## config.mk

```make
export PLATFORM = sky130hd
export DESIGN_NAME = btb_hit_select_flat
export DESIGN_NICKNAME = d
export VERILOG_FILES = /design/src/rtl/frontend_pkg.sv /design/src/rtl/frontend_ifs.sv /design/src/rtl/btb_hit_select.sv /design/src/flat_wrapper.sv
export VERILOG_INCLUDE_DIRS = /design/src /design/src/rtl
export SDC_FILE = /design/constraint.sdc
export NUM_CORES = 1
export LEC_CHECK = 0
export BUFFER_PORTS_ARGS = -buffer_cell sky130_fd_sc_hd__buf_4
export CAP_MARGIN = 40
export CORE_MARGIN = 3
export CORE_UTILIZATION = 35
export CTS_CLUSTER_DIAMETER = 200
export DETAILED_ROUTE_END_ITERATION = 8
export PLACE_DENSITY_LB_ADDON = 0.2
export SLEW_MARGIN = 20
export SYNTH_ARGS = -nofsm -noshare
export SYNTH_HDL_FRONTEND = slang
export SYNTH_SLANG_ARGS = --single-unit
export TNS_END_PERCENT = 100
```

## constraint.sdc

```tcl
create_clock -name i_clk -period 0.8 [get_ports i_clk]
set_input_delay 0.16 -clock i_clk [delete_from_list [all_inputs] [get_ports i_clk]]
set_output_delay 0.16 -clock i_clk [all_outputs]
set_load 0.01 [all_outputs]
```

## src/rtl/frontend_defines.svh

```systemverilog
// ====================
// fetch front end widths and sizes
// ====================

`ifndef FRONTEND_DEFINES_SVH
`define FRONTEND_DEFINES_SVH

// virtual address width
`define FE_XLEN 32

// bytes per fetch block, power of two
`define FE_BLOCK_BYTES 8

// branch target buffer depth
`define FE_BTB_ENTRIES 4

// first fetch address out of reset, block aligned
`define FE_RESET_VADDR 32'h0000_1000

// exception and interrupt code width
`define FE_CAUSE_W 4

`endif

```

## src/rtl/frontend_pkg.sv

```systemverilog
// ====================
// fetch front end types and the block alignment helper
// ====================

`include "frontend_defines.svh"

package frontend_pkg;

  // ====================
  // address and csr types
  // ====================

  typedef logic [`FE_XLEN-1:0] vaddr_t;

  // exception or interrupt code
  typedef logic [`FE_CAUSE_W-1:0] cause_t;

  // one delegation bit per exception cause
  typedef logic [15:0] medeleg_t;

  // ====================
  // btb types
  // ====================

  typedef logic [$clog2(`FE_BTB_ENTRIES)-1:0] btb_idx_t;

  // one bit per btb entry
  typedef logic [`FE_BTB_ENTRIES-1:0] btb_vec_t;

  // commit flush reasons
  typedef enum logic [2:0] {
    SILENT    = 3'd0,
    REFETCH   = 3'd1,
    MRET      = 3'd2,
    SRET      = 3'd3,
    EXCEPT    = 3'd4,
    INTERRUPT = 3'd5
  } flush_kind_t;

  // clear the byte offset inside a fetch block
  function automatic vaddr_t block_align(vaddr_t vaddr);
    return vaddr & ~vaddr_t'(`FE_BLOCK_BYTES - 1);
  endfunction

endpackage

```

## src/rtl/frontend_ifs.sv

```systemverilog
// ====================
// btb write port and btb search port bundles
// ====================

`timescale 1ns/1ps

`include "frontend_defines.svh"


// s0 search plus the branch probe search into the same entries
interface btb_lookup_if;
  import frontend_pkg::*;

  logic     search_valid;
  vaddr_t   search_vaddr;
  // per entry results, each entry fills its own slot
  btb_vec_t hit;
  vaddr_t   target [`FE_BTB_ENTRIES];
  // second tag compare for the update path
  vaddr_t   probe_vaddr;
  btb_vec_t probe_hit;

  modport search (output search_valid, search_vaddr);
  modport entry  (input  search_valid, search_vaddr, probe_vaddr,
                  output hit, target, probe_hit);
  modport select (input  search_valid, hit, target);
  modport probe  (output probe_vaddr, input probe_hit);
endinterface

```

## src/rtl/btb_hit_select.sv

```systemverilog
// ====================
// btb hit merge into one registered prediction
// ====================

`timescale 1ns/1ps

`include "frontend_defines.svh"

module btb_hit_select (
  input  logic                 i_clk,
  input  logic                 i_reset_n,
  btb_lookup_if.select         btb_sel,
  output logic                 o_pred_hit,
  output frontend_pkg::vaddr_t o_pred_target
);
  import frontend_pkg::*;

  logic   w_hit;
  vaddr_t w_target;
  logic   r_hit;
  vaddr_t r_target;

  assign w_hit = |btb_sel.hit;

  // tags are unique so an or of the hit slots is enough
  always_comb begin
    w_target = '0;
    for (int i = 0; i < `FE_BTB_ENTRIES; i++) begin
      if (btb_sel.hit[i]) begin
        w_target = w_target | btb_sel.target[i];
      end
    end
  end

  // result follows the block into s1, held while s1 stalls
  always_ff @(posedge i_clk or negedge i_reset_n) begin
    if (!i_reset_n) begin
      r_hit <= 1'b0;
    end else if (btb_sel.search_valid) begin
      r_hit <= w_hit;
    end
  end

  always_ff @(posedge i_clk) begin
    if (btb_sel.search_valid) begin
      r_target <= w_target;
    end
  end

  assign o_pred_hit    = r_hit;
  assign o_pred_target = r_target;

  // update controller must never install a duplicate tag
  a_single_hit : assert property (@(posedge i_clk) disable iff (!i_reset_n)
    btb_sel.search_valid |-> $onehot0(btb_sel.hit))
    else $error("btb_hit_select multiple entries hit %b", btb_sel.hit);

endmodule

```

## src/flat_wrapper.sv

```systemverilog
// flat-port wrapper written by rule: the top's interface ports become plain ports
module btb_hit_select_flat import frontend_pkg::*;
  (i_clk, i_reset_n, o_pred_hit, o_pred_target, btb_sel_search_valid, btb_sel_hit, btb_sel_target);
  btb_lookup_if btb_sel_i ();
  input  logic i_clk;
  input  logic i_reset_n;
  output logic o_pred_hit;
  output frontend_pkg::vaddr_t o_pred_target;
  input wire logic [$bits(btb_sel_i.search_valid)-1:0] btb_sel_search_valid;
  input wire logic [$bits(btb_sel_i.hit)-1:0] btb_sel_hit;
  input wire logic [$bits(btb_sel_i.target)-1:0] btb_sel_target;
  assign btb_sel_i.search_valid = btb_sel_search_valid;
  assign btb_sel_i.hit = btb_sel_hit;
  assign btb_sel_i.target = {>>{btb_sel_target}};
  btb_hit_select u_core (.i_clk(i_clk), .i_reset_n(i_reset_n), .btb_sel(btb_sel_i), .o_pred_hit(o_pred_hit), .o_pred_target(o_pred_target));
endmodule
```

==> results.py <==
metrics = {
    "cts": {
        "cts_buffers": 5,
        "cts_tree": "built",
        "clk_path_buf_depth": 2,
        "clkSlewWorstSetupHoldPaths_ps": 70,
        "root_buffer": "clkbuf_8",
        "cts_sinks": 33,
        "cts-htree-levels": 2,
        "clock_latency_ps": 270,
        "post_cts_buffers": 0,
    },
    "synthesis": {
        "synthArstFlopShare_pct": 3.03,
        "yosys_register_bits": 33,
        "synth_area_leader_cell": "edfxtp_1",
        "yosys.cell_count.top_type": "a22oi_1",
        "ys_warn_count": 0,
        "synth_nets": 283,
        "ys.flop_type": "edfxtp_1",
        "synth_area_sq_um": 1960,
        "synth_enable_flop_cells": 32,
        "syn_inst": 148,
        "synth_common_cells": "a22oi_1 (34), edfxtp_1 (32), nand2_1 (32), a22oi_2 (30), buf_6 (13)",
        "yosysTopAreaCellShare_pct": 48.9,
        "ys_types": 10,
        "avgSynthCellArea_sq_um": 13.3,
        "ys_top_cells_by_area": "edfxtp_1 (49%), a22oi_2 (19%), a22oi_1 (13%)",
        "yosysSeqAreaShare_pct": 50.2,
    },
    "global_routing": {
        "antenna_found_initial": 0,
        "grt_pass1_vias": 1863,
        "grt_pass1_wl_mm": 8.76,
        "grt_remaining_overflow": 0,
        "grt_max_degree": 34,
        "gr-usage-all-layers_pct": 17.6,
    },
    "critical_path": {
        "r2r_cells": 2,
        "path_buf_inv": 1,
        "required_ps": 640,
        "r2r_setup_slack_ps": 140,
        "critPathArrivalTime_ps": 830,
        "reg2reg_to": "u_core.o_pred_hit",
        "worstSetupPathType": "reg2out",
        "crit_path_cell_trace": "buf_6",
        "start_kind": "flip-flop",
        "worst-path-max-fanout": 1,
        "critPathMaxStageDelay_ps": 420,
        "critPathCaptureType": "primary output",
        "critPathSlowestCell": "edfxtp_1",
        "regToRegStartpoint": "u_core.o_pred_hit",
        "cp_top_family": "flip-flops",
    },
    "finish": {
        "drive_gt1_share_pct": 67.4,
        "finalInstanceArea_sq_um": 3350,
        "antennaDiodeCount": 0,
        "fin_util_pct": 63.6,
        "syn2layout_area_growth_pct": 70.6,
        "final_nets": 444,
    },
    "power_and_ir_drop": {
        "vdd_drop_max_uv": 719,
        "total_power_mw": 4.77,
        "powerDensity_nw_per_um2": 1420,
        "p_leak_nw": 1.49,
    },
    "detailed_routing": {
        "vias": 1867,
        "drt_iter0_drc": 62,
        "ant_nets": 0,
        "via_per_inst": 4.91,
        "drtPass1Iterations": 4,
        "route.detailed.drc": 0,
        "wl_per_cell_um": 16.0,
        "routed_wl_mm": 6.08,
    },
    "timing": {
        "finalSetupTns_ps": -5020,
        "hold_viol": 0,
        "setup_ws_ps": -195,
        "fin_skew_ps": 0,
        "hold_slack_ps": 149,
        "slew_headroom_pct": 64.3,
        "period_share_pct": 124,
        "drv_slew": 0,
        "report.final.setup_viol": 33,
        "tightest_slew_ps": 536,
        "min_period_ps": 995,
        "max_freq_ghz": 1.01,
        "rsz0062_at_grt": "yes",
    },
    "placed_design": {
        "place_area_sq_um": 3150,
        "port_buffers": 167,
        "globalplace.congestion": 0.715,
        "dp_hpwl_mm": 4.62,
    },
    "run_status": {
        "violations": "setup timing",
        "outcome": "finished, violations left",
    },
    "floorplanning": {
        "die-area_sq_um": 6550,
        "num_rows": 26,
        "core_sq_um": 5270,
        "die_w_um": 80.9,
        "start_util_pct": 37.3,
        "pin_count": 168,
        "die_y_um": 80.9,
    },
    "job": {
        "maxCapViolations": 0,
    },
    "hold_path": {
        "worstHoldEndpoint": "u_core.o_pred_target[28]",
        "worstHoldPathType": "in2reg",
        "worstHoldStart": "btb_sel_target[28]",
        "hold_depth": 3,
    },
}
[state kept, by name, summed over array words and instances (netlist names)]
name,cells
u_core.o_pred_hit,1
u_core.o_pred_target,32
[routing by layer]
| layer | up-vias | wire [um] | GRT usage, % |
|---|---|---|---|
| li1 | 914 | - | - |
| met1 | 834 | 2160 | 19.1 |
| met2 | 113 | 3110 | 31.4 |
| met3 | 6 | 734 | 6.98 |
| met4 | 0 | 75 | 5.41 |
| met5 | - | 0 | 0 |
[worst max-delay path by stage]
| stage | end | start | cells past startpoint | slack (ps) |
|---|---|---|---|---|
| 2_1_floorplan | u_core.o_pred_target[20] | btb_sel_hit[0] | 4 | -60 |
| 3_3_place_gp | u_core.o_pred_target[14] | btb_sel_hit[2] | 3 | -210 |
| 3_5_place_dp | u_core.o_pred_target[30] | btb_sel_hit[2] | 3 | -210 |
| 4_1_cts | o_pred_target[20] | u_core.o_pred_target[20] | 1 | -210 |
| 5_1_grt | o_pred_target[20] | u_core.o_pred_target[20] | 1 | -240 |
| 6_report | o_pred_target[20] | u_core.o_pred_target[20] | 1 | -190 |
[logic make-up after synthesis]
group,count (synthesis),share of synthesized area (%)
DFF,33,50.2
buffers and inverters,16,10.5
and+or+nand+nor,34,6.94
AOI/OAI and AO/OA,65,32.4
[stage by stage]
| stage | worst slack [ps] | std cells |
|---|---|---|
| 3_3_place_gp | -211 | 371 |
| 4_1_cts | -208 | 380 |
| 2_1_floorplan | -60.8 | 148 |
| 6_report | -195 | 380 |
| 3_5_place_dp | -214 | 371 |
| 5_1_grt | -237 | 380 |
[what timing repair did]
action                                  4_1_cts  5_1_grt
hold buffers                                  1        0
endpoints found under the hold margin         1        0
endpoints found under the setup margin       33       33
gates resized for setup                      17       12
[where the power goes]
group | internal, mW | leakage, nW | switching, mW | total, mW
sequential | 2.10 | 0.326 | 0.0695 | 2.17
combinational | 0.886 | 1.12 | 0.536 | 1.42
clock | 0.602 | 0.0450 | 0.585 | 1.19
[cells in the final DEF (no fill, tap or decap), drive strengths merged]
cell type / instances
nand2: 32
clkinv: 2
clkbuf: 6
a21oi: 1
buf: 169
dlygate4sd3: 1
nor2: 1
dfrtp: 1
nor4: 1
a22oi: 64
edfxtp: 32
[cell type report]
class | instances | area, sq um
clock buffers | 6 | 72.6
clock inverters | 2 | 10.0
fillers | 441 | 1920
multi-input cells | 99 | 782
flip-flops and latches | 33 | 986
well taps | 70 | 87.6
repair buffers | 170 | 1410
[tightest hold or removal path: cells and delay by family]
family	cells	cell delay, ps
and+or+nand+nor	1	50
buffers and inverters	1	80
AOI/OAI and AO/OA	1	40
Power figures use the tool's default switching activity.
