### config.mk
export PLATFORM = sky130hd
export DESIGN_NAME = btb_update_ctrl_flat
export DESIGN_NICKNAME = d
export VERILOG_FILES = /design/src/rtl/frontend_pkg.sv /design/src/rtl/frontend_ifs.sv /design/src/rtl/btb_update_ctrl.sv /design/src/flat_wrapper.sv
export VERILOG_INCLUDE_DIRS = /design/src /design/src/rtl
export SDC_FILE = /design/constraint.sdc
export NUM_CORES = 1
export LEC_CHECK = 0
export ABC_AREA = 1
export BUFFER_PORTS_ARGS = -buffer_cell sky130_fd_sc_hd__buf_2
export CAP_MARGIN = 20
export CORE_AREA = 2 2 67 69
export CTS_CLUSTER_SIZE = 14
export DETAILED_ROUTE_END_ITERATION = 12
export DIE_AREA = 0 0 69 71
export HOLD_SLACK_MARGIN = 0.05
export PLACE_DENSITY_LB_ADDON = 0.3
export SKIP_LAST_GASP = 1
export SYNTH_ARGS = -nofsm -noshare
export SYNTH_HDL_FRONTEND = slang
export SYNTH_SLANG_ARGS = --single-unit
### constraint.sdc
create_clock -name i_clk -period 3 [get_ports i_clk]
set_input_delay 0.6 -clock i_clk [delete_from_list [all_inputs] [get_ports i_clk]]
set_output_delay 0.6 -clock i_clk [all_outputs]
set_load 0.02 [all_outputs]
### src/rtl/frontend_defines.svh
// ====================
// fetch front end widths and sizes
// ====================

`ifndef FRONTEND_DEFINES_SVH
`define FRONTEND_DEFINES_SVH

// virtual address width
`define FE_XLEN 32

// bytes per fetch block, power of two
`define FE_BLOCK_BYTES 8

// branch target buffer depth
`define FE_BTB_ENTRIES 4

// first fetch address out of reset, block aligned
`define FE_RESET_VADDR 32'h0000_1000

// exception and interrupt code width
`define FE_CAUSE_W 4

`endif

### src/rtl/frontend_pkg.sv
// ====================
// fetch front end types and the block alignment helper
// ====================

`include "frontend_defines.svh"

package frontend_pkg;

  // ====================
  // address and csr types
  // ====================

  typedef logic [`FE_XLEN-1:0] vaddr_t;

  // exception or interrupt code
  typedef logic [`FE_CAUSE_W-1:0] cause_t;

  // one delegation bit per exception cause
  typedef logic [15:0] medeleg_t;

  // ====================
  // btb types
  // ====================

  typedef logic [$clog2(`FE_BTB_ENTRIES)-1:0] btb_idx_t;

  // one bit per btb entry
  typedef logic [`FE_BTB_ENTRIES-1:0] btb_vec_t;

  // commit flush reasons
  typedef enum logic [2:0] {
    SILENT    = 3'd0,
    REFETCH   = 3'd1,
    MRET      = 3'd2,
    SRET      = 3'd3,
    EXCEPT    = 3'd4,
    INTERRUPT = 3'd5
  } flush_kind_t;

  // clear the byte offset inside a fetch block
  function automatic vaddr_t block_align(vaddr_t vaddr);
    return vaddr & ~vaddr_t'(`FE_BLOCK_BYTES - 1);
  endfunction

endpackage

### src/rtl/frontend_ifs.sv
// ====================
// btb write port and btb search port bundles
// ====================

`timescale 1ns/1ps

`include "frontend_defines.svh"

// write strobes from the update controller to every entry
interface btb_update_if;
  import frontend_pkg::*;

  // one write strobe per entry
  btb_vec_t we;
  // high installs, low invalidates
  logic     set_valid;
  // block address of the branch
  vaddr_t   tag;
  vaddr_t   target;

  modport ctrl  (output we, set_valid, tag, target);
  modport entry (input  we, set_valid, tag, target);
endinterface

// s0 search plus the branch probe search into the same entries
interface btb_lookup_if;
  import frontend_pkg::*;

  logic     search_valid;
  vaddr_t   search_vaddr;
  // per entry results, each entry fills its own slot
  btb_vec_t hit;
  vaddr_t   target [`FE_BTB_ENTRIES];
  // second tag compare for the update path
  vaddr_t   probe_vaddr;
  btb_vec_t probe_hit;

  modport search (output search_valid, search_vaddr);
  modport entry  (input  search_valid, search_vaddr, probe_vaddr,
                  output hit, target, probe_hit);
  modport select (input  search_valid, hit, target);
  modport probe  (output probe_vaddr, input probe_hit);
endinterface

### src/rtl/btb_update_ctrl.sv
// ====================
// btb write control with round-robin victim choice
// ====================

`timescale 1ns/1ps

`include "frontend_defines.svh"

module btb_update_ctrl (
  input  logic                 i_clk,
  input  logic                 i_reset_n,
  input  logic                 i_br_valid,
  input  logic                 i_br_taken,
  input  frontend_pkg::vaddr_t i_br_pc,
  input  frontend_pkg::vaddr_t i_br_target,
  btb_update_if.ctrl           btb_upd,
  btb_lookup_if.probe          btb_probe
);
  import frontend_pkg::*;

  btb_idx_t r_victim;
  btb_vec_t w_victim_vec;
  logic     w_match;
  logic     w_install;

  // probe the entries for the branch block
  assign btb_probe.probe_vaddr = block_align(i_br_pc);
  assign w_match               = |btb_probe.probe_hit;

  // new block only when no entry holds it yet
  assign w_install    = i_br_valid & i_br_taken & ~w_match;
  assign w_victim_vec = btb_vec_t'(1) << r_victim;

  always_comb begin
    btb_upd.we = '0;
    if (i_br_valid) begin
      // matching entry is rewritten or cleared in place
      btb_upd.we = w_install ? w_victim_vec : btb_probe.probe_hit;
    end
  end

  assign btb_upd.set_valid = i_br_taken;
  assign btb_upd.tag       = block_align(i_br_pc);
  assign btb_upd.target    = i_br_target;

  always_ff @(posedge i_clk or negedge i_reset_n) begin
    if (!i_reset_n) begin
      r_victim <= '0;
    end else if (w_install) begin
      r_victim <= (r_victim == btb_idx_t'(`FE_BTB_ENTRIES - 1)) ? '0 : r_victim + 1'b1;
    end
  end

endmodule

### src/flat_wrapper.sv
// flat-port wrapper written by rule: the top's interface ports become plain ports
module btb_update_ctrl_flat import frontend_pkg::*;
  (i_clk, i_reset_n, i_br_valid, i_br_taken, i_br_pc, i_br_target, btb_upd_we, btb_upd_set_valid, btb_upd_tag, btb_upd_target, btb_probe_probe_vaddr, btb_probe_probe_hit);
  btb_update_if btb_upd_i ();
  btb_lookup_if btb_probe_i ();
  input  logic i_clk;
  input  logic i_reset_n;
  input  logic i_br_valid;
  input  logic i_br_taken;
  input  frontend_pkg::vaddr_t i_br_pc;
  input  frontend_pkg::vaddr_t i_br_target;
  output wire logic [$bits(btb_upd_i.we)-1:0] btb_upd_we;
  output wire logic [$bits(btb_upd_i.set_valid)-1:0] btb_upd_set_valid;
  output wire logic [$bits(btb_upd_i.tag)-1:0] btb_upd_tag;
  output wire logic [$bits(btb_upd_i.target)-1:0] btb_upd_target;
  output wire logic [$bits(btb_probe_i.probe_vaddr)-1:0] btb_probe_probe_vaddr;
  input wire logic [$bits(btb_probe_i.probe_hit)-1:0] btb_probe_probe_hit;
  assign btb_upd_we = btb_upd_i.we;
  assign btb_upd_set_valid = btb_upd_i.set_valid;
  assign btb_upd_tag = btb_upd_i.tag;
  assign btb_upd_target = btb_upd_i.target;
  assign btb_probe_probe_vaddr = btb_probe_i.probe_vaddr;
  assign btb_probe_i.probe_hit = btb_probe_probe_hit;
  btb_update_ctrl u_core (.i_clk(i_clk), .i_reset_n(i_reset_n), .i_br_valid(i_br_valid), .i_br_taken(i_br_taken), .i_br_pc(i_br_pc), .i_br_target(i_br_target), .btb_upd(btb_upd_i), .btb_probe(btb_probe_i));
endmodule
==> flow_results.xml <==
<?xml version="1.0" encoding="UTF-8"?>
<metrics>
  <group name="status">
    <metric name="status" unit="">completed</metric>
  </group>
  <group name="cts">
    <metric name="clock_latency" unit="ps">210</metric>
    <metric name="numCtsBuffers" unit="">3</metric>
    <metric name="post_cts.repair.setup_buffers" unit="">0</metric>
    <metric name="tritoncts" unit="">built</metric>
    <metric name="cts-hold-fix-buffers" unit="">0</metric>
    <metric name="postCtsResizedCells" unit="">0</metric>
    <metric name="clk_path_buf_depth" unit="">2</metric>
    <metric name="clock-sinks" unit="">2</metric>
    <metric name="cts.root.buffer_cell" unit="">clkbuf_8</metric>
    <metric name="ctsHtreeMaxLevel" unit="">1</metric>
    <metric name="clkSlewWorstSetupHoldPaths" unit="ps">30</metric>
  </group>
  <group name="place">
    <metric name="placedCellCount" unit="">103</metric>
    <metric name="dp_hpwl" unit="um">1190</metric>
    <metric name="io_buffers" unit="">12</metric>
    <metric name="gpl.final_weighted_congestion" unit="">0.596</metric>
  </group>
  <group name="die">
    <metric name="design.die.area" unit="mm^2">0.00490</metric>
    <metric name="effective_utilization_at_floorplan" unit="%">23.0</metric>
    <metric name="die_h" unit="um">71</metric>
    <metric name="io-pin-count" unit="">173</metric>
    <metric name="core-area" unit="mm^2">0.00420</metric>
    <metric name="std_cell_rows" unit="">24</metric>
    <metric name="dieWidth" unit="um">69</metric>
  </group>
  <group name="sta">
    <metric name="post_route_skew" unit="ps">3.30</metric>
    <metric name="finalHoldViolCount" unit="">0</metric>
    <metric name="rsz_0062_raised_after_global_routing" unit="">false</metric>
    <metric name="finalCriticalPeriod" unit="ps">2040</metric>
    <metric name="fmaxAchievable" unit="MHz">491</metric>
    <metric name="slew_violations" unit="">0</metric>
    <metric name="final_min_period_over_clock_period" unit="%">67.8</metric>
    <metric name="setup_total_negative_slack" unit="ps">0</metric>
    <metric name="final-setup-viol-count" unit="">0</metric>
  </group>
  <group name="routing">
    <metric name="via_count" unit="">352</metric>
    <metric name="dr.first_iter.drc_count" unit="">3</metric>
    <metric name="vias_per_cell" unit="">3.32</metric>
    <metric name="route.antenna.remaining_nets" unit="">0</metric>
    <metric name="drtPass1Iterations" unit="">2</metric>
    <metric name="routedWlPerCell" unit="um">13.0</metric>
    <metric name="wirelength" unit="um">1380</metric>
    <metric name="drt_drc_violations_left" unit="">0</metric>
  </group>
  <group name="worst_setup_path">
    <metric name="endpoint_kind" unit="">primary output</metric>
    <metric name="startpoint_of_the_worst_register_to_register_path" unit="">u_core.r_victim[0]</metric>
    <metric name="timing.critical_path.required" unit="ps">2400</metric>
    <metric name="critPathMaxFanout" unit="">4</metric>
    <metric name="number_of_cells_on_the_worst_reg_to_reg_path" unit="">4</metric>
    <metric name="worst_ep_arrival_time" unit="ps">1440</metric>
    <metric name="timing.setup.critical_path_class" unit="">input port to primary output</metric>
    <metric name="critical_path.startpoint_type" unit="">input port</metric>
    <metric name="timing.reg2reg.setup_slack" unit="ps">1970</metric>
    <metric name="worst_r2r_endpoint" unit="">u_core.r_victim[1]</metric>
  </group>
  <group name="synth">
    <metric name="synth.distinct_cells" unit="">12</metric>
    <metric name="yosys_warnings" unit="">0</metric>
    <metric name="synth_sequential_area_ratio" unit="%">5.17</metric>
    <metric name="synth_edf_count" unit="">0</metric>
    <metric name="synth_ff_type" unit="">dfrtp_1</metric>
    <metric name="asyncSetResetFlopFracSynth" unit="%">100</metric>
    <metric name="yosys-top-cells-count" unit="">buf_4, inv_1, nand2_1</metric>
    <metric name="synth_top_cells_by_area" unit="">buf_4, dfrtp_1, ha_1</metric>
    <metric name="synthCells" unit="">131</metric>
    <metric name="synth.ff_latch_count" unit="">2</metric>
    <metric name="yosys.cell_count.top_type" unit="">buf_4</metric>
    <metric name="yosys.area.top_type" unit="">buf_4</metric>
    <metric name="netlist_area" unit="um^2">967</metric>
    <metric name="avgSynthCellArea" unit="um^2">7.38</metric>
    <metric name="yosysTopAreaCellShare" unit="%">75.3</metric>
  </group>
  <group name="power">
    <metric name="power_switching" unit="mW">0.0624</metric>
    <metric name="sw_frac_of_total" unit="%">31.5</metric>
    <metric name="power.leakage" unit="nW">0.225</metric>
    <metric name="share_comb_of_total_power" unit="%">26.2</metric>
    <metric name="p_int" unit="mW">0.136</metric>
    <metric name="ir_drop" unit="mV">0.133</metric>
    <metric name="totalPowerFinal" unit="mW">0.198</metric>
    <metric name="sequential_power_share" unit="%">19.9</metric>
    <metric name="share_of_power_burned_in_the_clock_network" unit="%">53.9</metric>
    <metric name="power_density" unit="mW/mm^2">467</metric>
  </group>
  <group name="global_route">
    <metric name="vias_in_the_first_global_route" unit="">373</metric>
    <metric name="antenna_violations_before_repair" unit="">0</metric>
    <metric name="grt_max_degree" unit="">6</metric>
    <metric name="global_route_wire_length_before_repair" unit="um">1950</metric>
    <metric name="grt_util_all_layers" unit="%">5.27</metric>
    <metric name="grt_overflow_total" unit="">0</metric>
  </group>
  <group name="hold_path">
    <metric name="worstHoldPathType" unit="">input port to async pin</metric>
  </group>
  <group name="cells_and_area">
    <metric name="antenna_cells" unit="">0</metric>
    <metric name="finish.utilization" unit="%">10.1</metric>
    <metric name="fraction_of_final_layout_cells_sized_beyond_drive_strength_1" unit="%">37.0</metric>
    <metric name="registers.top_by_ff_count" unit="">u_core.r_victim</metric>
    <metric name="top_regs" unit="">u_core.r_victim x2</metric>
    <metric name="layoutNonFillerInstCount" unit="">106</metric>
    <metric name="largest_reg_flops" unit="">2</metric>
    <metric name="nets" unit="">132</metric>
    <metric name="fillCellCount" unit="">507</metric>
    <metric name="syn_to_final_growth" unit="%">-56.1</metric>
  </group>
  <group name="flow_run">
    <metric name="maxCapViolations" unit="">0</metric>
  </group>
</metrics>
[final cells by class]
class                      count  area (um^2)  area share (%)
sequential                     2         50.0            11.8
inverter                       8         30.0            7.08
clock buffer                   3         41.3            9.73
timing repair buffer          12         60.1            14.2
tap                           52         65.1            15.3
multi-input combinational     29          178            41.9
[power groups by stage]
stage | clock network, mW | registers, mW | logic (mW)
final | 0.107 | 0.0394 | 0.0519
after global routing | 0.116 | 0.0401 | 0.0597
after CTS | 0.110 | 0.0395 | 0.0534
after detailed placement | 0 | 0.0397 | 0.0534
after global placement | 0 | 0.0395 | 0.0518
after floorplan | 0 | 0.0385 | 0.219
[placed cells by master, fill, tap and decap left out, drive strengths merged]
cell type,n
dfrtp,2
a21oi,4
nand4,3
buf,12
ha,4
nor2,5
nand2,6
inv,8
conb,6
clkbuf,3
nand3,1
[critical path: stages]
cell     delay, ps
buf_2          110
nor2_2         220
nand4_1        170
a21oi_1        150
buf_2          170
[cells by family (layout without fill, tap and decap cells)]
group           Yosys count  count (layout)  synth area share [%]
flops                     2               2                  5.17
compound gates            4               4                  2.07
fa+ha+maj                 4               4                  5.17
other cells               1               6                 0.388
buf+inv                 105              23                  78.4
simple gates             15              15                  8.80
[stage by stage]
step | cell area [um^2] | worst slack, ps | hold WS, ps
floorplan | 986 | 1120 | 304
global placement | 383 | 950 | 388
CTS | 424 | 934 | 165
detailed placement | 383 | 935 | 390
global route | 424 | 866 | 166
finish | 424 | 965 | 167
[worst max path at each step]
stage,startpoint,endpoint,slack (ps),cells after the start
final,btb_probe_probe_hit[1],btb_upd_we[0],960,5
after floorplan,btb_probe_probe_hit[2],btb_upd_we[3],1120,5
after detailed placement,btb_probe_probe_hit[1],btb_upd_we[3],930,7
after global placement,btb_probe_probe_hit[1],btb_upd_we[3],950,7
after CTS,btb_probe_probe_hit[1],btb_upd_we[3],930,7
after global routing,btb_probe_probe_hit[1],btb_upd_we[0],870,5
[layer usage]
metal	wire length, um	share of wire (%)	vias to the layer above	track usage (%)
li1	-	-	139	-
met1	251	18	134	2.66
met2	633	46	52	7.59
met3	322	23	27	5.13
met4	175	13	0	8.50
met5	0	0	-	0
Power figures use the tool's default switching activity.
