--- src/rtl/frontend_defines.svh ---
// ====================
// fetch front end widths and sizes
// ====================

`ifndef FRONTEND_DEFINES_SVH
`define FRONTEND_DEFINES_SVH

// virtual address width
`define FE_XLEN 32

// bytes per fetch block, power of two
`define FE_BLOCK_BYTES 8

// branch target buffer depth
`define FE_BTB_ENTRIES 4

// first fetch address out of reset, block aligned
`define FE_RESET_VADDR 32'h0000_1000

// exception and interrupt code width
`define FE_CAUSE_W 4

`endif

--- src/rtl/frontend_pkg.sv ---
// ====================
// fetch front end types and the block alignment helper
// ====================

`include "frontend_defines.svh"

package frontend_pkg;

  // ====================
  // address and csr types
  // ====================

  typedef logic [`FE_XLEN-1:0] vaddr_t;

  // exception or interrupt code
  typedef logic [`FE_CAUSE_W-1:0] cause_t;

  // one delegation bit per exception cause
  typedef logic [15:0] medeleg_t;

  // ====================
  // btb types
  // ====================

  typedef logic [$clog2(`FE_BTB_ENTRIES)-1:0] btb_idx_t;

  // one bit per btb entry
  typedef logic [`FE_BTB_ENTRIES-1:0] btb_vec_t;

  // commit flush reasons
  typedef enum logic [2:0] {
    SILENT    = 3'd0,
    REFETCH   = 3'd1,
    MRET      = 3'd2,
    SRET      = 3'd3,
    EXCEPT    = 3'd4,
    INTERRUPT = 3'd5
  } flush_kind_t;

  // clear the byte offset inside a fetch block
  function automatic vaddr_t block_align(vaddr_t vaddr);
    return vaddr & ~vaddr_t'(`FE_BLOCK_BYTES - 1);
  endfunction

endpackage

--- src/rtl/fetch_redirect.sv ---
// ====================
// flush target selection from commit, csr and branch inputs
// ====================

`timescale 1ns/1ps

`include "frontend_defines.svh"

module fetch_redirect (
  input  logic                      i_cmt_flush,
  input  frontend_pkg::flush_kind_t i_cmt_kind,
  input  frontend_pkg::vaddr_t      i_cmt_epc,
  input  frontend_pkg::cause_t      i_cmt_cause,
  input  frontend_pkg::vaddr_t      i_csr_mtvec,
  input  frontend_pkg::vaddr_t      i_csr_stvec,
  input  frontend_pkg::vaddr_t      i_csr_mepc,
  input  frontend_pkg::vaddr_t      i_csr_sepc,
  input  frontend_pkg::medeleg_t    i_csr_medeleg,
  input  logic                      i_br_valid,
  input  logic                      i_br_mispredict,
  input  logic                      i_br_taken,
  input  frontend_pkg::vaddr_t      i_br_pc,
  input  frontend_pkg::vaddr_t      i_br_target,
  output logic                      o_redirect,
  output frontend_pkg::vaddr_t      o_redirect_vaddr
);
  import frontend_pkg::*;

  logic   w_br_flush;
  vaddr_t w_cmt_vaddr;
  vaddr_t w_br_vaddr;
  vaddr_t w_int_base;

  // ====================
  // commit flush target
  // ====================

  // vectored mode bit dropped from mtvec
  assign w_int_base = i_csr_mtvec & ~vaddr_t'(1);

  always_comb begin
    case (i_cmt_kind)
      // resume after the flushing instruction
      SILENT:  w_cmt_vaddr = i_cmt_epc + vaddr_t'(4);
      REFETCH: w_cmt_vaddr = i_cmt_epc;
      MRET:    w_cmt_vaddr = i_csr_mepc;
      SRET:    w_cmt_vaddr = i_csr_sepc;
      EXCEPT: begin
        // delegated causes trap to supervisor
        if (i_csr_medeleg[i_cmt_cause]) begin
          w_cmt_vaddr = i_csr_stvec;
        end else begin
          w_cmt_vaddr = i_csr_mtvec;
        end
      end
      // one vector slot per cause
      INTERRUPT: w_cmt_vaddr = w_int_base + vaddr_t'({i_cmt_cause, 2'b00});
      default:   w_cmt_vaddr = i_cmt_epc;
    endcase
  end

  // ====================
  // branch flush target
  // ====================

  assign w_br_flush = i_br_valid & i_br_mispredict;

  // not taken resumes at the block after the branch
  assign w_br_vaddr = i_br_taken ? i_br_target
                                 : block_align(i_br_pc) + vaddr_t'(`FE_BLOCK_BYTES);

  // commit flush is older, so it wins
  assign o_redirect       = i_cmt_flush | w_br_flush;
  assign o_redirect_vaddr = i_cmt_flush ? w_cmt_vaddr : w_br_vaddr;

  // kind must decode whenever the committer flushes
  always_comb begin
    if (i_cmt_flush) begin
      assert final (i_cmt_kind inside {SILENT, REFETCH, MRET, SRET, EXCEPT, INTERRUPT})
        else $error("fetch_redirect illegal flush kind %0d", i_cmt_kind);
    end
  end

endmodule

--- config.mk ---
export PLATFORM = sky130hd
export DESIGN_NAME = fetch_redirect
export DESIGN_NICKNAME = d
export VERILOG_FILES = /design/src/rtl/frontend_pkg.sv /design/src/rtl/fetch_redirect.sv
export VERILOG_INCLUDE_DIRS = /design/src /design/src/rtl
export SDC_FILE = /design/constraint.sdc
export NUM_CORES = 1
export LEC_CHECK = 0
export BUFFER_PORTS_ARGS = -buffer_cell sky130_fd_sc_hd__buf_2
export CAP_MARGIN = 15
export CORE_AREA = 3 3 111 113
export DETAILED_ROUTE_END_ITERATION = 7
export DIE_AREA = 0 0 114 116
export PLACE_DENSITY = 0.8
export SETUP_SLACK_MARGIN = 0.05
export SYNTH_ARGS = -nofsm -noshare
export SYNTH_HDL_FRONTEND = slang
export SYNTH_SLANG_ARGS = --single-unit
--- constraint.sdc ---
create_clock -name vclk -period 3.08
set_clock_uncertainty 0.15 [all_clocks]
set_input_delay 0.616 -clock vclk [all_inputs]
set_output_delay 0.616 -clock vclk [all_outputs]
set_load 0.005 [all_outputs]
==> run metrics, run 1 <==
clock buf count 0; Final ANT Viol Nets 0; Slew headroom 63.7%; number of hold violations in the final report 0; setup_tns -4450 ps; final setup fails 32; final worst path period share 110%; DRT met1 WL 10200 um; sw power 669 uW; status finished, violations left; HP Class in2out; 1st-iter DRT viols 988; layout cell share with drive strength beyond 1 49.7%; setup repair after global routing missed its margin true; Worst path top cell family by delay compound AO/OA/AOI/OAI gates; worst vdd ir 90.7 uV; Top Ports 284; Critical Path Start Type input pin; total congestion overflow 0; vias in the first global route 7302; routed len/inst 21.2 um; slowest CP cell or3_4; Worst setup EP type output port; Via density 6.25; DRT Pass-1 Iters 7; FFs & Latches 0; pin count of the biggest net entering global routing 29; average cell area after synthesis 6.50 um^2; failing checks setup timing; Period minus WS final 3390 ps; initial antenna violation count 1; max-capacitance violation count 0; met3 routed WL 3320 um; critical path class in2out; power share of the combinational group 100.0%; FF/Latch Area 0 um^2; sequence of cells on the critical path buf_8 > ha_4 > inv_2 > fa_2 > buf_4 > xor2_1 > a22o_1 > o21bai_1 > a21oi_1 > or3_4 > o221ai_2 > buf_2; hold buffer count at CTS 0; Internal Power 639 uW; wire length on met2 12300 um; final wirelength 27100 um; Worst path max stage delay 370 ps; # DRC 0; sequential share of power 0%; static leakage 0.00370 uW; CP max FO 2; total power 1310 uW; die width 114 um; uppermost layer routed met4; FMAX 295 MHz; Mapped Cells 733; Hold WS 1380 ps; switch share 51.2%; Area Growth Syn to Fin 73.0%; DPL Wire Length 20900 um; slew of the pin with the lowest slew margin 539 ps; Filler cells 925; Yosys warnings 0; pre-CTS WS -431 ps; synth unique cells 69; Clk network pwr share 0%; Starting Density 41.7%; Syn Nets 991; nets 1396; buffers and inverters on the worst path 4; multi-input logic area 5000 um^2; Power per Cell Area 159 nW/um^2; Syn Std Cell Area 4760 um^2; GP Congestion 1.01; CP Data Arrival Time 2620 ps; max-slew violations 0; Setup WS post-layout -306 ps; core area 11400 um^2; post-synthesis sequential area ratio 0%; DIE AREA 13200 um^2; first-pass GRT wire length 38300 um; chip height 116 um; FP Rows 39; WP data required 2310 ps; via count 7994; gr usage total 36.3%; Port Buffers 281
[power by group through the flow]
stage                     Combinational, uW  Clock [uW]  Sequential, uW
after floorplan                         508           0               0
after global placement                 1060           0               0
after detailed placement               1070           0               0
after CTS                              1190           0               0
after global routing                   1380   0.0000434               0
final                                  1310   0.0000434               0
[what timing repair did]
item	4_1_cts	5_1_grt
gates resized for setup	90	65
setup buffers	7	14
pin swaps	60	59
gates cloned	4	0
endpoints found under the setup margin	32	32
[metal layers]
metal  up-vias  global-route usage, %
met5         -                      0
met4         0                   9.34
met3       141                   6.32
met2       633                   63.1
met1      3604                   46.6
li1       3616                      -
[placed cells by master, fill, tap and decap left out, types with 5 or more instances in the layout]
| cell type | count |
|---|---|
| buf_2 | 272 |
| buf_4 | 147 |
| nand2_1 | 73 |
| o21ai_0 | 61 |
| nor2_1 | 55 |
| xnor2_1 | 42 |
| mux2i_1 | 36 |
| xor2_1 | 31 |
| nand3_1 | 30 |
| nand4_1 | 25 |
| a21oi_1 | 24 |
| buf_6 | 19 |
| nor3_1 | 18 |
| inv_1 | 18 |
| o221ai_1 | 14 |
| o22ai_1 | 14 |
| o211ai_1 | 11 |
| nor4_1 | 11 |
| o2bb2ai_1 | 11 |
| a21oi_2 | 10 |
| a221oi_1 | 10 |
| and3_1 | 10 |
| o21ai_1 | 9 |
| buf_12 | 9 |
| nand2b_1 | 8 |
| nand3_2 | 7 |
| and4_1 | 7 |
| a22oi_1 | 6 |
| mux2_4 | 6 |
| a21boi_2 | 6 |
| o31a_1 | 5 |
| mux2_2 | 5 |
| nor4_2 | 5 |
| ha_4 | 5 |
[stage by stage]
step	cell area, um^2	util, %	cells
global placement	7300	63.9	1255
finish	8240	72.2	1280
global route	8240	72.2	1280
detailed placement	7300	63.9	1255
floorplan	4810	-	733
CTS	7840	68.7	1266
[path summary, 6_finish.rpt]
| check | startpoint | endpoint | slack, ps | cells past startpoint |
|---|---|---|---|---|
| hold / removal | i_br_mispredict | o_redirect | 1380 | 4 |
| setup / recovery | i_csr_mtvec[2] | o_redirect_vaddr[4] | -310 | 12 |
[synth_stat cells (5+ instances only)]
cell type   n  area [um^2]
nand2_1    74          278
o21ai_0    64          320
nor2_1     56          210
xnor2_1    46          403
nand3_1    39          195
mux2i_1    37          370
a21oi_1    36          180
clkbuf_1   32          120
xor2_1     31          272
nand4_1    25          156
nor3_1     21          105
inv_1      20         75.1
nor4_1     16          100
o221ai_1   16          140
a221oi_1   15          131
o22ai_1    15         93.8
and3_1     13         81.3
o211ai_1   11         82.6
o2bb2ai_1  11         96.3
o21ai_1    10         50.1
nand2b_1    9         56.3
a21boi_1    8         60.1
a22oi_1     8         60.1
and4_1      8         70.1
buf_2       7         35.0
mux2_2      7         78.8
clkbuf_8    6         82.6
ha_1        6         75.1
a211oi_1    5         37.5
a31oi_1     5         31.3
buf_6       5         56.3
mux2_1      5         56.3
o31a_1      5         43.8
[worst min-delay path: cells and delay by family]
family / cells / cell delay (ps)
buffers and inverters: 2 / 180
AND/OR/NAND/NOR: 2 / 110
[cell families after synthesis]
family | Yosys count | synth area share [%]
and+or+nand+nor | 285 | 30.9
AOI/OAI and AO/OA | 241 | 33.8
xor gates and xnor gates | 77 | 14.2
buffers and inverters | 73 | 8.12
muxes | 50 | 11.1
adders and majority gates | 7 | 2.00
[area by class of cell]
class                           count  area share, %
Antenna cell                        1         0.0304
Inverter                           21          0.957
Multi-Input combinational cell    661           60.7
Tap cell                          143           2.17
Timing Repair Buffer              454           36.2
(Power assumes the default switching activity.)
==> inputs of run 2 (changes only) <==
--- a/config.mk
+++ b/config.mk
@@ -11,7 +11,7 @@
 export CORE_AREA = 3 3 111 113
 export DETAILED_ROUTE_END_ITERATION = 7
 export DIE_AREA = 0 0 114 116
-export PLACE_DENSITY = 0.8
+export PLACE_DENSITY = 0.87
 export SETUP_SLACK_MARGIN = 0.05
 export SYNTH_ARGS = -nofsm -noshare
 export SYNTH_HDL_FRONTEND = slang
==> run 2 against run 1 <==
Compared with the run above: final cell count down 0.47%; die area unchanged; critical path depth unchanged; the flow still finishes with violations (setup timing); largest cell class unchanged; first-iteration DRC count down 7.1%.
==> run metrics, run 2 (synthesis results as in run 1) <==
status finished, violations left; failing checks setup timing; nets 1390; vias in the first global route 7451; final setup fails 32; max-capacitance violation count 0; Final ANT Viol Nets 0; # DRC 0; final wirelength 26300 um; HP Class in2out; Power per Cell Area 156 nW/um^2; worst hold stages 4; 1st-iter DRT viols 918; final worst path period share 107%; Internal Power 620 uW; first-pass GRT wire length 38500 um; DPL Wire Length 21100 um; CP max FO 2; Setup WS post-layout -227 ps; core area 11400 um^2; FFs & Latches 0; Area Growth Syn to Fin 69.2%; sequence of cells on the critical path buf_8 > ha_4 > inv_2 > fa_2 > buf_4 > xor2_1 > a22o_1 > o21bai_1 > a21oi_1 > or3_4 > o221ai_2 > buf_2; most frequent cells in the layout 267 x buf_2, 141 x buf_4, 72 x nand2_1; FP Rows 39; FMAX 302 MHz; Starting Density 41.7%; critical path class in2out; Clk network pwr share 0%; Period minus WS final 3310 ps; FF/Latch Area 0 um^2; sequential share of power 0%; max-slew violations 0; Port Buffers 281; WP data required 2310 ps; placed inst area 7270 um^2; power share of the combinational group 100.0%; routed len/inst 20.7 um; slew of the pin with the lowest slew margin 631 ps; gr usage total 36.1%; setup_tns -4410 ps; DIE AREA 13200 um^2; Via density 6.18; clock buf count 0; slowest CP cell fa_2; Top Ports 284; switch share 50.7%; number of hold violations in the final report 0; worst hold endpoint o_redirect; initial antenna violation count 1; via count 7870; DRT Pass-1 Iters 5; pin count of the biggest net entering global routing 36; die width 114 um; GP Congestion 0.984; Worst setup EP type output port; Slew headroom 57.5%; cell area after layout 8060 um^2; multi-input logic area 4850 um^2; Hold Startpoint i_br_mispredict; static leakage 0.00364 uW; total congestion overflow 0; commonest non-fill, non-tap cell in the layout buf_2; CP Data Arrival Time 2540 ps; Worst path max stage delay 370 ps; Filler cells 902; worst vdd ir 104 uV; hold buffer count at CTS 0; sw power 637 uW; chip height 116 um; Critical Path Start Type input pin; setup repair after global routing missed its margin true; layout cell share with drive strength beyond 1 48.6%
[run 2: cell types whose count changed in the layout (fill, tap and decap cells not counted), moves of 3 or more]
cell / before / now
a21boi_2: 6 / 3
buf_2: 272 / 267
buf_6: 19 / 30
a21boi_1: 2 / 5
buf_4: 147 / 141
nand3_1: 30 / 33
nand3_4: 3 / 0
[run 2: repair_timing]
item | in CTS | in global routing
gates resized for setup | 73 | 65
gates cloned | 2 | 0
endpoints found under the hold margin | 0 | 0
setup endpoints to repair | 32 | 32
buffers inserted | 7 | 10
pin swaps | 52 | 47
[run 2: through the flow]
stage	instances	hold WS [ps]	utilization [%]	worst slack [ps]	total power, uW
3_3_place_gp	1256	1340	63.7	-329	1050
4_1_cts	1265	1340	67.6	-211	1160
2_1_floorplan	733	1170	-	47.9	508
6_report	1274	1340	70.6	-227	1260
5_1_grt	1274	1390	70.6	-300	1330
3_5_place_dp	1256	1340	63.7	-356	1060
[run 2: critical path: cells and delay by family]
| family | cells | cell delay (ps) |
|---|---|---|
| compound gates | 4 | 510 |
| xor+xnor | 1 | 140 |
| fa+ha+maj | 2 | 510 |
| buf+inv | 4 | 410 |
| simple gates | 1 | 350 |
[run 2: worst max path at each step]
stage	from	endpoint	slack (ps)	depth (start not counted)
final	i_csr_mtvec[2]	o_redirect_vaddr[4]	-230	12
after global routing	i_cmt_epc[3]	o_redirect_vaddr[25]	-300	10
after CTS	i_csr_mtvec[2]	o_redirect_vaddr[18]	-210	13
after detailed placement	i_cmt_cause[0]	o_redirect_vaddr[10]	-360	12
after global placement	i_cmt_cause[0]	o_redirect_vaddr[28]	-330	12
after floorplan	i_cmt_cause[0]	o_redirect_vaddr[28]	50	10
[run 2: cell type report]
class / instances / share of cell area, %
inverters: 21 / 0.978
multi-input cells: 660 / 60.1
repair buffers: 449 / 36.6
well taps: 143 / 2.22
diodes: 1 / 0.0311
[run 2: layer usage]
| metal | wire length, um | track usage [%] |
|---|---|---|
| met4 | 1010 | 10.9 |
| met5 | 0 | 0 |
| met1 | 9940 | 44.3 |
| met2 | 12300 | 62.5 |
| met3 | 3110 | 8.83 |
[run 2: power groups by stage]
stage | logic, uW | clock network, uW | registers, uW
floorplan | 508 | 0 | 0
global placement | 1050 | 0 | 0
detailed placement | 1060 | 0 | 0
CTS | 1160 | 0 | 0
global route | 1330 | 0.0000435 | 0
finish | 1260 | 0.0000435 | 0
